--- config.mk ---
export PLATFORM = sky130hd
export DESIGN_NAME = energy_core
export DESIGN_NICKNAME = d
export VERILOG_FILES = /design/src/lagd_pkg.sv /design/src/weight_if.sv /design/src/best_tracker.sv /design/src/energy_accum.sv /design/src/energy_core.sv /design/src/energy_ctrl.sv /design/src/row_counter.sv /design/src/weight_fetch.sv
export SDC_FILE = /design/constraint.sdc
export NUM_CORES = 1
export LEC_CHECK = 0
export BUFFER_PORTS_ARGS = -buffer_cell sky130_fd_sc_hd__buf_2
export CAP_MARGIN = 40
export CORE_MARGIN = 2
export CORE_UTILIZATION = 38
export DETAILED_ROUTE_END_ITERATION = 8
export PLACE_DENSITY_LB_ADDON = 0.15
export SLEW_MARGIN = 25
export SYNTH_ARGS = -nofsm -noshare
export SYNTH_HDL_FRONTEND = slang
export SYNTH_HIERARCHICAL = 1
export SYNTH_SLANG_ARGS = --single-unit
--- constraint.sdc ---
create_clock -name clk_i -period 22.8 [get_ports clk_i]
set_input_delay 1.14 -clock clk_i [delete_from_list [all_inputs] [get_ports clk_i]]
set_output_delay 1.14 -clock clk_i [all_outputs]
set_load 0.02 [all_outputs]
--- src/lagd_pkg.sv ---
// ~~~~~~~~~~~~~~~~~~~~~~~~~~~~~~~~~~~~~~~~~~~~~~~~~~
// lagd_pkg
// Sizes, derived widths and shared types of the
// Ising energy core.
// ~~~~~~~~~~~~~~~~~~~~~~~~~~~~~~~~~~~~~~~~~~~~~~~~~~

package lagd_pkg;

    // problem size
    localparam int NUM_SPIN    = 16;
    localparam int BITJ        = 4;
    localparam int BITH        = BITJ;
    localparam int SCALING_BIT = 4;
    localparam int PARALLELISM = 2;

    // weight stream
    localparam int NUM_WORDS   = NUM_SPIN / PARALLELISM;
    localparam int ADDR_W      = $clog2(NUM_WORDS);
    localparam int FETCH_DEPTH = 2;
    localparam int FETCH_PTR_W = $clog2(FETCH_DEPTH);
    localparam int FETCH_CNT_W = $clog2(FETCH_DEPTH + 1);

    // datapath widths
    localparam int ENERGY_W    = 24;
    localparam int SPIN_IDX_W  = $clog2(NUM_SPIN);
    localparam int ROW_BITS    = NUM_SPIN * BITJ;
    // one row plus its bias term, with headroom for sign
    localparam int ROW_W       = BITJ + SPIN_IDX_W + 2;

    typedef logic [NUM_SPIN-1:0]              spin_t;
    typedef logic [ROW_BITS*PARALLELISM-1:0]  weight_word_t;
    typedef logic [NUM_SPIN*BITH-1:0]         hbias_t;
    typedef logic signed [ENERGY_W-1:0]       energy_t;
    typedef logic [ADDR_W-1:0]                addr_t;

endpackage

--- src/weight_if.sv ---
// ~~~~~~~~~~~~~~~~~~~~~~~~~~~~~~~~~~~~~~~~~~~~~~~~~~
// weight_if
// Valid/ready stream of weight words from the fetch
// buffer to the energy accumulator.
// ~~~~~~~~~~~~~~~~~~~~~~~~~~~~~~~~~~~~~~~~~~~~~~~~~~

`timescale 1ns/100ps

interface weight_if
    import lagd_pkg::*;
();

    logic         valid;
    logic         ready;
    weight_word_t data;
    // word fetched from the final address
    logic         last;

    modport src (output valid, output data, output last, input ready);
    modport dst (input valid, input data, input last, output ready);

endinterface
--- src/best_tracker.sv ---
// ~~~~~~~~~~~~~~~~~~~~~~~~~~~~~~~~~~~~~~~~~~~~~~~~~~
// best_tracker
// Lowest energy and its spin vector since flush.
// ~~~~~~~~~~~~~~~~~~~~~~~~~~~~~~~~~~~~~~~~~~~~~~~~~~

`timescale 1ns/100ps

module best_tracker
    import lagd_pkg::*;
(
    input  logic    clk_i,
    input  logic    rst_i,
    input  logic    flush_i,
    input  logic    update_i,
    input  energy_t energy_i,
    input  spin_t   spin_i,
    output logic    best_valid_o,
    output energy_t best_energy_o,
    output spin_t   best_spin_o
);

    logic    valid_q;
    energy_t energy_q;
    spin_t   spin_q;
    logic    take;

    // ties keep the older state
    assign take = update_i && !flush_i && (!valid_q || (energy_i < energy_q));

    assign best_valid_o  = valid_q;
    assign best_energy_o = energy_q;
    assign best_spin_o   = spin_q;

    always_ff @(posedge clk_i) begin
        if (rst_i || flush_i) begin
            valid_q <= 1'b0;
        end else if (take) begin
            valid_q <= 1'b1;
        end
    end

    always_ff @(posedge clk_i) begin
        if (take) begin
            energy_q <= energy_i;
            spin_q   <= spin_i;
        end
    end

endmodule

--- src/energy_accum.sv ---
// ~~~~~~~~~~~~~~~~~~~~~~~~~~~~~~~~~~~~~~~~~~~~~~~~~~
// energy_accum
// Turns weight words, spins and biases into the
// running Ising energy of one job.
// ~~~~~~~~~~~~~~~~~~~~~~~~~~~~~~~~~~~~~~~~~~~~~~~~~~

`timescale 1ns/100ps

module energy_accum
    import lagd_pkg::*;
(
    input  logic                   clk_i,
    input  logic                   rst_i,
    input  logic                   clear_i,
    input  spin_t                  spin_i,
    input  hbias_t                 hbias_i,
    input  logic [SCALING_BIT-1:0] hscaling_i,
    weight_if.dst                  in,
    output logic                   last_done_o,
    output energy_t                energy_o
);

    // sum_j J_ij*s_j + hscaling*h_i for one row
    function automatic logic signed [ROW_W-1:0] row_value(
        input logic [ROW_BITS-1:0]    row,
        input spin_t                  spins,
        input logic signed [BITH-1:0] h,
        input logic [SCALING_BIT-1:0] scale
    );
        logic signed [ROW_W-1:0] acc;
        logic signed [BITJ-1:0]  j_val;
        acc = signed'({1'b0, scale}) * h;
        for (int j = 0; j < NUM_SPIN; j++) begin
            j_val = row[j*BITJ +: BITJ];
            if (spins[j]) acc = acc + j_val;
            else          acc = acc - j_val;
        end
        return acc;
    endfunction

    logic                    in_hs;
    addr_t                   word_idx_q;
    logic [SPIN_IDX_W-1:0]   row_base;
    logic signed [ROW_W-1:0] row_val [PARALLELISM];
    energy_t                 word_sum;
    energy_t                 energy_q;
    logic                    last_done_q;

    // never stalls
    assign in.ready    = 1'b1;
    assign in_hs       = in.valid & in.ready;
    assign row_base    = SPIN_IDX_W'(word_idx_q * PARALLELISM);
    assign energy_o    = energy_q;
    assign last_done_o = last_done_q;

    always_comb begin
        word_sum = '0;
        for (int p = 0; p < PARALLELISM; p++) begin
            row_val[p] = row_value(in.data[p*ROW_BITS +: ROW_BITS], spin_i,
                                   hbias_i[(row_base + p)*BITH +: BITH], hscaling_i);
            // s_i = +1 adds the row, s_i = -1 subtracts it
            if (spin_i[row_base + p]) word_sum = word_sum + row_val[p];
            else                      word_sum = word_sum - row_val[p];
        end
    end

    always_ff @(posedge clk_i) begin
        if (rst_i) begin
            word_idx_q  <= '0;
            last_done_q <= 1'b0;
        end else begin
            last_done_q <= in_hs & in.last;
            if (clear_i) begin
                word_idx_q <= '0;
            end else if (in_hs) begin
                word_idx_q <= word_idx_q + 1'b1;
            end
        end
    end

    always_ff @(posedge clk_i) begin
        if (clear_i) begin
            energy_q <= '0;
        end else if (in_hs) begin
            energy_q <= energy_q + word_sum;
        end
    end

endmodule

--- src/energy_core.sv ---
// ~~~~~~~~~~~~~~~~~~~~~~~~~~~~~~~~~~~~~~~~~~~~~~~~~~
// energy_core
// Ising energy core: spin in, weights streamed from
// memory, energy out, best state tracked.
// ~~~~~~~~~~~~~~~~~~~~~~~~~~~~~~~~~~~~~~~~~~~~~~~~~~

`timescale 1ns/100ps

module energy_core
    import lagd_pkg::*;
(
    input  logic                   clk_i,
    input  logic                   rst_i,
    input  logic                   flush_i,
    input  logic                   spin_valid_i,
    output logic                   spin_ready_o,
    input  spin_t                  spin_i,
    output logic                   energy_valid_o,
    input  logic                   energy_ready_i,
    output energy_t                energy_o,
    output spin_t                  spin_o,
    output logic                   weight_ren_o,
    output addr_t                  weight_raddr_o,
    input  weight_word_t           weight_rdata_i,
    input  hbias_t                 hbias_i,
    input  logic [SCALING_BIT-1:0] hscaling_i,
    output logic                   best_valid_o,
    output energy_t                best_energy_o,
    output spin_t                  best_spin_o
);

    logic  job_start;
    logic  accum_clear;
    logic  last_done;
    logic  step;
    addr_t addr;
    logic  addr_last;
    logic  out_hs;

    weight_if u_wif ();

    assign out_hs = energy_valid_o & energy_ready_i;

    energy_ctrl u_ctrl (
        .clk_i          (clk_i),
        .rst_i          (rst_i),
        .spin_valid_i   (spin_valid_i),
        .spin_ready_o   (spin_ready_o),
        .spin_i         (spin_i),
        .energy_ready_i (energy_ready_i),
        .last_done_i    (last_done),
        .job_start_o    (job_start),
        .accum_clear_o  (accum_clear),
        .energy_valid_o (energy_valid_o),
        .spin_o         (spin_o)
    );

    row_counter u_counter (
        .clk_i   (clk_i),
        .rst_i   (rst_i),
        .start_i (job_start),
        .step_i  (step),
        .addr_o  (addr),
        .last_o  (addr_last)
    );

    weight_fetch u_fetch (
        .clk_i       (clk_i),
        .rst_i       (rst_i),
        .start_i     (job_start),
        .addr_i      (addr),
        .addr_last_i (addr_last),
        .step_o      (step),
        .mem_ren_o   (weight_ren_o),
        .mem_raddr_o (weight_raddr_o),
        .mem_rdata_i (weight_rdata_i),
        .out         (u_wif.src)
    );

    energy_accum u_accum (
        .clk_i       (clk_i),
        .rst_i       (rst_i),
        .clear_i     (accum_clear),
        .spin_i      (spin_o),
        .hbias_i     (hbias_i),
        .hscaling_i  (hscaling_i),
        .in          (u_wif.dst),
        .last_done_o (last_done),
        .energy_o    (energy_o)
    );

    // best state follows the output handshake
    best_tracker u_best (
        .clk_i         (clk_i),
        .rst_i         (rst_i),
        .flush_i       (flush_i),
        .update_i      (out_hs),
        .energy_i      (energy_o),
        .spin_i        (spin_o),
        .best_valid_o  (best_valid_o),
        .best_energy_o (best_energy_o),
        .best_spin_o   (best_spin_o)
    );

endmodule

--- src/energy_ctrl.sv ---
// ~~~~~~~~~~~~~~~~~~~~~~~~~~~~~~~~~~~~~~~~~~~~~~~~~~
// energy_ctrl
// Job sequencer: accepts a spin vector, starts the
// weight stream and hands the energy off.
// ~~~~~~~~~~~~~~~~~~~~~~~~~~~~~~~~~~~~~~~~~~~~~~~~~~

`timescale 1ns/100ps

module energy_ctrl
    import lagd_pkg::*;
(
    input  logic  clk_i,
    input  logic  rst_i,
    input  logic  spin_valid_i,
    output logic  spin_ready_o,
    input  spin_t spin_i,
    input  logic  energy_ready_i,
    input  logic  last_done_i,
    output logic  job_start_o,
    output logic  accum_clear_o,
    output logic  energy_valid_o,
    output spin_t spin_o
);

    typedef enum logic [1:0] {
        ST_IDLE,
        ST_RUN,
        ST_HOLD
    } state_e;

    state_e state_q;
    logic   spin_hs;
    logic   start_q;
    spin_t  spin_q;

    assign spin_ready_o   = (state_q == ST_IDLE);
    assign spin_hs        = spin_valid_i & spin_ready_o;
    assign energy_valid_o = (state_q == ST_HOLD);
    assign job_start_o    = start_q;
    // accumulator is cleared together with the start pulse
    assign accum_clear_o  = start_q;
    assign spin_o         = spin_q;

    always_ff @(posedge clk_i) begin
        if (rst_i) begin
            state_q <= ST_IDLE;
            start_q <= 1'b0;
        end else begin
            start_q <= spin_hs;
            case (state_q)
                ST_IDLE: if (spin_hs) state_q <= ST_RUN;
                ST_RUN:  if (last_done_i) state_q <= ST_HOLD;
                ST_HOLD: if (energy_ready_i) state_q <= ST_IDLE;
                default: state_q <= ST_IDLE;
            endcase
        end
    end

    // spin vector travels with the job
    always_ff @(posedge clk_i) begin
        if (spin_hs) begin
            spin_q <= spin_i;
        end
    end

    a_done_in_run: assert property (@(posedge clk_i) disable iff (rst_i)
        last_done_i |-> state_q == ST_RUN)
        else $error("last word reported outside a running job");

endmodule

--- src/row_counter.sv ---
// ~~~~~~~~~~~~~~~~~~~~~~~~~~~~~~~~~~~~~~~~~~~~~~~~~~
// row_counter
// Steps through the weight addresses of one job.
// ~~~~~~~~~~~~~~~~~~~~~~~~~~~~~~~~~~~~~~~~~~~~~~~~~~

`timescale 1ns/100ps

module row_counter
    import lagd_pkg::*;
(
    input  logic  clk_i,
    input  logic  rst_i,
    input  logic  start_i,
    input  logic  step_i,
    output addr_t addr_o,
    output logic  last_o
);

    addr_t addr_q;
    // read at the final address already issued
    logic  last_issued_q;

    assign addr_o = addr_q;
    assign last_o = (addr_q == addr_t'(NUM_WORDS - 1));

    always_ff @(posedge clk_i) begin
        if (rst_i) begin
            addr_q        <= '0;
            last_issued_q <= 1'b0;
        end else if (start_i) begin
            addr_q        <= '0;
            last_issued_q <= 1'b0;
        end else if (step_i) begin
            if (last_o) begin
                last_issued_q <= 1'b1;
            end else begin
                addr_q <= addr_q + 1'b1;
            end
        end
    end

    a_no_extra_step: assert property (@(posedge clk_i) disable iff (rst_i)
        !(step_i && last_o && last_issued_q))
        else $error("weight read issued past the final address");

endmodule

--- src/weight_fetch.sv ---
// ~~~~~~~~~~~~~~~~~~~~~~~~~~~~~~~~~~~~~~~~~~~~~~~~~~
// weight_fetch
// Issues weight reads against a credit count and
// queues returned words for the valid/ready stream.
// ~~~~~~~~~~~~~~~~~~~~~~~~~~~~~~~~~~~~~~~~~~~~~~~~~~

`timescale 1ns/100ps

module weight_fetch
    import lagd_pkg::*;
(
    input  logic         clk_i,
    input  logic         rst_i,
    input  logic         start_i,
    input  addr_t        addr_i,
    input  logic         addr_last_i,
    output logic         step_o,
    output logic         mem_ren_o,
    output addr_t        mem_raddr_o,
    input  weight_word_t mem_rdata_i,
    weight_if.src        out
);

    logic                   active_q;
    logic                   rd_valid_q;
    logic                   rd_last_q;
    logic [FETCH_CNT_W-1:0] count_q;
    logic [FETCH_PTR_W-1:0] wr_ptr_q;
    logic [FETCH_PTR_W-1:0] rd_ptr_q;
    weight_word_t           data_mem_q [FETCH_DEPTH];
    logic                   last_mem_q [FETCH_DEPTH];
    logic                   empty;
    logic                   push;
    logic                   pop;

    // reads in flight plus buffered words bound the credit
    assign mem_ren_o   = active_q &
                         (({1'b0, count_q} + rd_valid_q) < FETCH_DEPTH);
    assign mem_raddr_o = addr_i;
    assign step_o      = mem_ren_o;

    assign empty     = (count_q == '0);
    assign out.valid = !empty || rd_valid_q;
    assign out.data  = empty ? mem_rdata_i : data_mem_q[rd_ptr_q];
    assign out.last  = empty ? rd_last_q : last_mem_q[rd_ptr_q];

    // returning word bypasses the buffer when it is empty and taken
    assign push = rd_valid_q && !(empty && out.ready);
    assign pop  = !empty && out.ready;

    always_ff @(posedge clk_i) begin
        if (rst_i) begin
            active_q   <= 1'b0;
            rd_valid_q <= 1'b0;
            rd_last_q  <= 1'b0;
            count_q    <= '0;
            wr_ptr_q   <= '0;
            rd_ptr_q   <= '0;
        end else begin
            if (start_i) begin
                active_q <= 1'b1;
            end else if (mem_ren_o && addr_last_i) begin
                active_q <= 1'b0;
            end
            rd_valid_q <= mem_ren_o;
            rd_last_q  <= mem_ren_o & addr_last_i;
            if (push) wr_ptr_q <= wr_ptr_q + 1'b1;
            if (pop)  rd_ptr_q <= rd_ptr_q + 1'b1;
            count_q <= count_q + FETCH_CNT_W'(push) - FETCH_CNT_W'(pop);
        end
    end

    always_ff @(posedge clk_i) begin
        if (push) begin
            data_mem_q[wr_ptr_q] <= mem_rdata_i;
            last_mem_q[wr_ptr_q] <= rd_last_q;
        end
    end

    a_no_overflow: assert property (@(posedge clk_i) disable iff (rst_i)
        !(rd_valid_q && count_q == FETCH_CNT_W'(FETCH_DEPTH)))
        else $error("weight word returned into a full buffer");

endmodule

==> summary.txt <==
Run status
  • Status: finished, final reports clean

Global route
  • Grt ovf: 0
  • All-Layer GR Usage: 0.1805
  • First-pass GRT wire length: ~130000 µm
  • Met3 usage: 0.02132
  • Most Crowded Layer GR: met2
  • Number of global-route vias before repair: 23870
  • Met2 Use GR: 0.3203
  • GRT met1 Usage: 0.2364
  • Initial antenna violation count: 4
  • Largest net degree at the start of global routing: 130

Die
  • Core area: a little under 90000 µm²
  • Boundary Pins: ~300
  • Die X-Extent: around 300 µm
  • Rows: approximately 110
  • Die area: 90780 µm²
  • Chip height: between 300 and 400 µm
  • Initial cell density of the core: 0.3818

Synth
  • Synth top area cells: edfxtp_1 28%, ha_1 18%, xnor2_1 6.7%
  • Post-Syn Area: around 34000 µm²
  • Yosys warns: 6
  • Synthesized area per cell: 9.533 µm²
  • Unique masters post-synth: 83
  • Syn_nets: ~4300
  • Post-synth ARST share: 0
  • Yosys top cell by area: edfxtp_1
  • Synthesized netlist cell count: approximately 3500
  • Post-synth EDFFs: ~310
  • Share of the synthesized area in the top cell type: 0.2807
  • Primary FF master, synth: edfxtp_1
  • Seq/Total Area, Yosys: 0.3064
  • Synth Register Bits: between 300 and 400

Setup path
  • RR Startpoint: u_accum/word_idx_q[0]$_SDFFE_PP0P_
  • Crit path launch: u_accum/word_idx_q[0]$_SDFFE_PP0P_
  • Worst Path Buf+Inv: 4
  • CP arrival: roughly 21 ns
  • Worst-path maximum fanout: 16
  • Critical path class: reg2reg
  • Worst Setup Start Kind: flip-flop
  • Slowest stage delay, CP: between 0.5 and 0.6 ns
  • Slowest-stage cell, CP: mux2i_1
  • Crit-path most repeated cell: ha_1
  • Crit path max-delay family: adder cells
  • Critical path data required time: about 23 ns
  • CP endpoint kind: flip-flop

Finish
  • Fraction of layout cells with a size suffix above 1: 0.1344
  • Multi-input logic area: 21640 µm²
  • Reg area: 10290 µm²
  • Most common cell after layout, fill and taps aside: ha_1
  • Nets: about 4600
  • Most frequent cells in the layout: 492 x ha_1, 319 x inv_1, 314 x edfxtp_1, 311 x a21oi_1, 306 x buf_2
  • Fill count: between 8000 and 9000
  • Layout area overhead: 12.64%

Drt
  • # DRC: 0
  • WL final: roughly 84000 µm
  • DRT antenna net count: 0
  • Wire length per cell: ~17 µm
  • Average via count per standard cell: approximately 5
  • First-pass DRT Iterations: 5
  • 1st-iter DRT viols: slightly above 1000
  • Via count: around 25000

Timing
  • Setup tns final: 0 ns
  • Max Fclk: 0.04819 GHz
  • Final Hold Viols: 0
  • Relative slew slack: 0.4072
  • Final min period: 20.75 ns
  • RSZ-0062 raised after global routing: false
  • Final setup skew: a little over 0.02 ns
  • Worst-Margin Slew: about 0.89 ns
  • Period utilization: 0.9101
  • Final setup violating endpoints: 0
  • Pins Over Slew Limit: 0

Clocking
  • Post-CTS setup buffer count: 0
  • Clk pin slew, worst setup/hold paths: roughly 0.060 ns
  • Clock buffer depth: 3
  • Htree depth: 2
  • Clock sink count: around 360
  • CTS resizes: 0
  • CTS Buf Count: 42
  • Hold buffers post-CTS: 0
  • Worst-Skew Late Latency: about 0.58 ns
  • Root buf cell: clkbuf_16
  • CTS tree: built

Min path
  • Path category of the worst min-delay check: reg2reg
  • Min-Delay Startpoint: u_fetch/rd_last_q$_SDFF_PP0_

Placement
  • Port Buffers: around 300
  • Dpl hpwl: 67790 µm
  • Routability cong.: 0.8449

Job
  • Max_cap viols: 0
## sequential cells by signal (all words and copies together), names as in the netlist, named ones only
name / count
u_fetch/data_mem_q: 256
u_fetch/wr_ptr_q: 1
u_fetch/rd_last_q: 1
u_accum/last_done_o: 1
u_fetch/rd_ptr_q: 1
u_counter/addr_o: 3
u_accum/word_idx_q: 3
u_accum/energy_o: 24
u_fetch/count_q: 2
u_ctrl/spin_o: 16
u_ctrl/accum_clear_o: 1
u_best/best_valid_o: 1
u_ctrl/state_q: 2
u_fetch/rd_valid_q: 1
u_fetch/last_mem_q: 2
u_best/best_energy_o: 24
u_fetch/active_q: 1
u_best/best_spin_o: 16
## stage by stage
stage / setup slack (ns) / std cells / area (µm²) / hold WS [ns] / util
6_report: 2.050 / 5014 / 37830 / 0.4555 / 0.4301
3_5_place_dp: 1.708 / 4934 / 36310 / 0.4459 / 0.4128
3_3_place_gp: 1.734 / 4930 / 36270 / 0.4424 / 0.4123
2_1_floorplan: 3.553 / 3523 / 33590 / 0.4222 / -
5_1_grt: 0.4977 / 5013 / 37830 / 0.4841 / 0.4300
4_1_cts: 1.981 / 5011 / 37790 / 0.4605 / 0.4296
## path summary, 6_finish.rpt
kind / endpoint / slack [ns] / cells after the start
hold / removal: u_fetch/last_mem_q[1]$_DFFE_PP_ / 0.46 / 0
hold reg to reg: u_fetch/last_mem_q[1]$_DFFE_PP_ / 0.46 / 0
setup reg to reg: u_accum/energy_o[23]$_SDFFE_PP0P_ / 2.05 / 84
setup / recovery: u_accum/energy_o[23]$_SDFFE_PP0P_ / 2.05 / 84
## worst register-to-register path, delay by kind of cell (launching register included)
kind                       cells  cell delay (ns)
adders and majority gates     23             7.62
AOI/OAI and AO/OA             33             5.91
xor gates and xnor gates      14             2.75
muxes                          4             1.89
and+or+nand+nor                6             1.49
DFF                            1             0.54
buffers and inverters          4             0.45
## Yosys cell counts (all sizes together) (32+ instances only)
cell type  count
nor2b         42
mux2i        165
o21bai        78
fa            44
nand2        269
ha           492
mux2          41
dfxtp         43
a21bo         32
inv          319
clkbuf        39
a21o          79
xor2         108
o21ai        270
or3           42
xnor2        260
edfxtp       314
a21oi        311
buf           43
nor2         294
## metal layers
| layer | wire [µm] | up-vias |
|---|---|---|
| li1 | - | 13090 |
| met4 | 1231 | 6 |
| met5 | 41 | - |
| met2 | 40880 | 286 |
| met3 | 2553 | 70 |
| met1 | 39070 | 11370 |
## cells by family (layout without fill, tap and decap cells)
family,Yosys count,in the layout,share of synthesized area
AO/OA/AOI/OAI,874,874,0.1567
buffers and inverters,401,726,0.05007
multiplexers,226,226,0.07644
adder cells (fa/ha/maj),536,536,0.2095
flip-flops,357,357,0.3064
XOR/XNOR,374,374,0.1009
other,1,2,0.0001117
AND/OR/NAND/NOR,754,754,0.09991
## area by class of cell
cell class	instances	share of cell area
Antenna cell	1	0.00006615
Multi-Input combinational cell	2765	0.5719
Timing Repair Buffer	330	0.04683
Sequential cell	357	0.2721
Clock buffer	48	0.02950
Tap cell	1165	0.03853
Clock inverter	29	0.009393
Inverter	319	0.03165
Power is not shown: default switching activity piles up to over one toggle a cycle in this logic, so the estimate is an artifact.
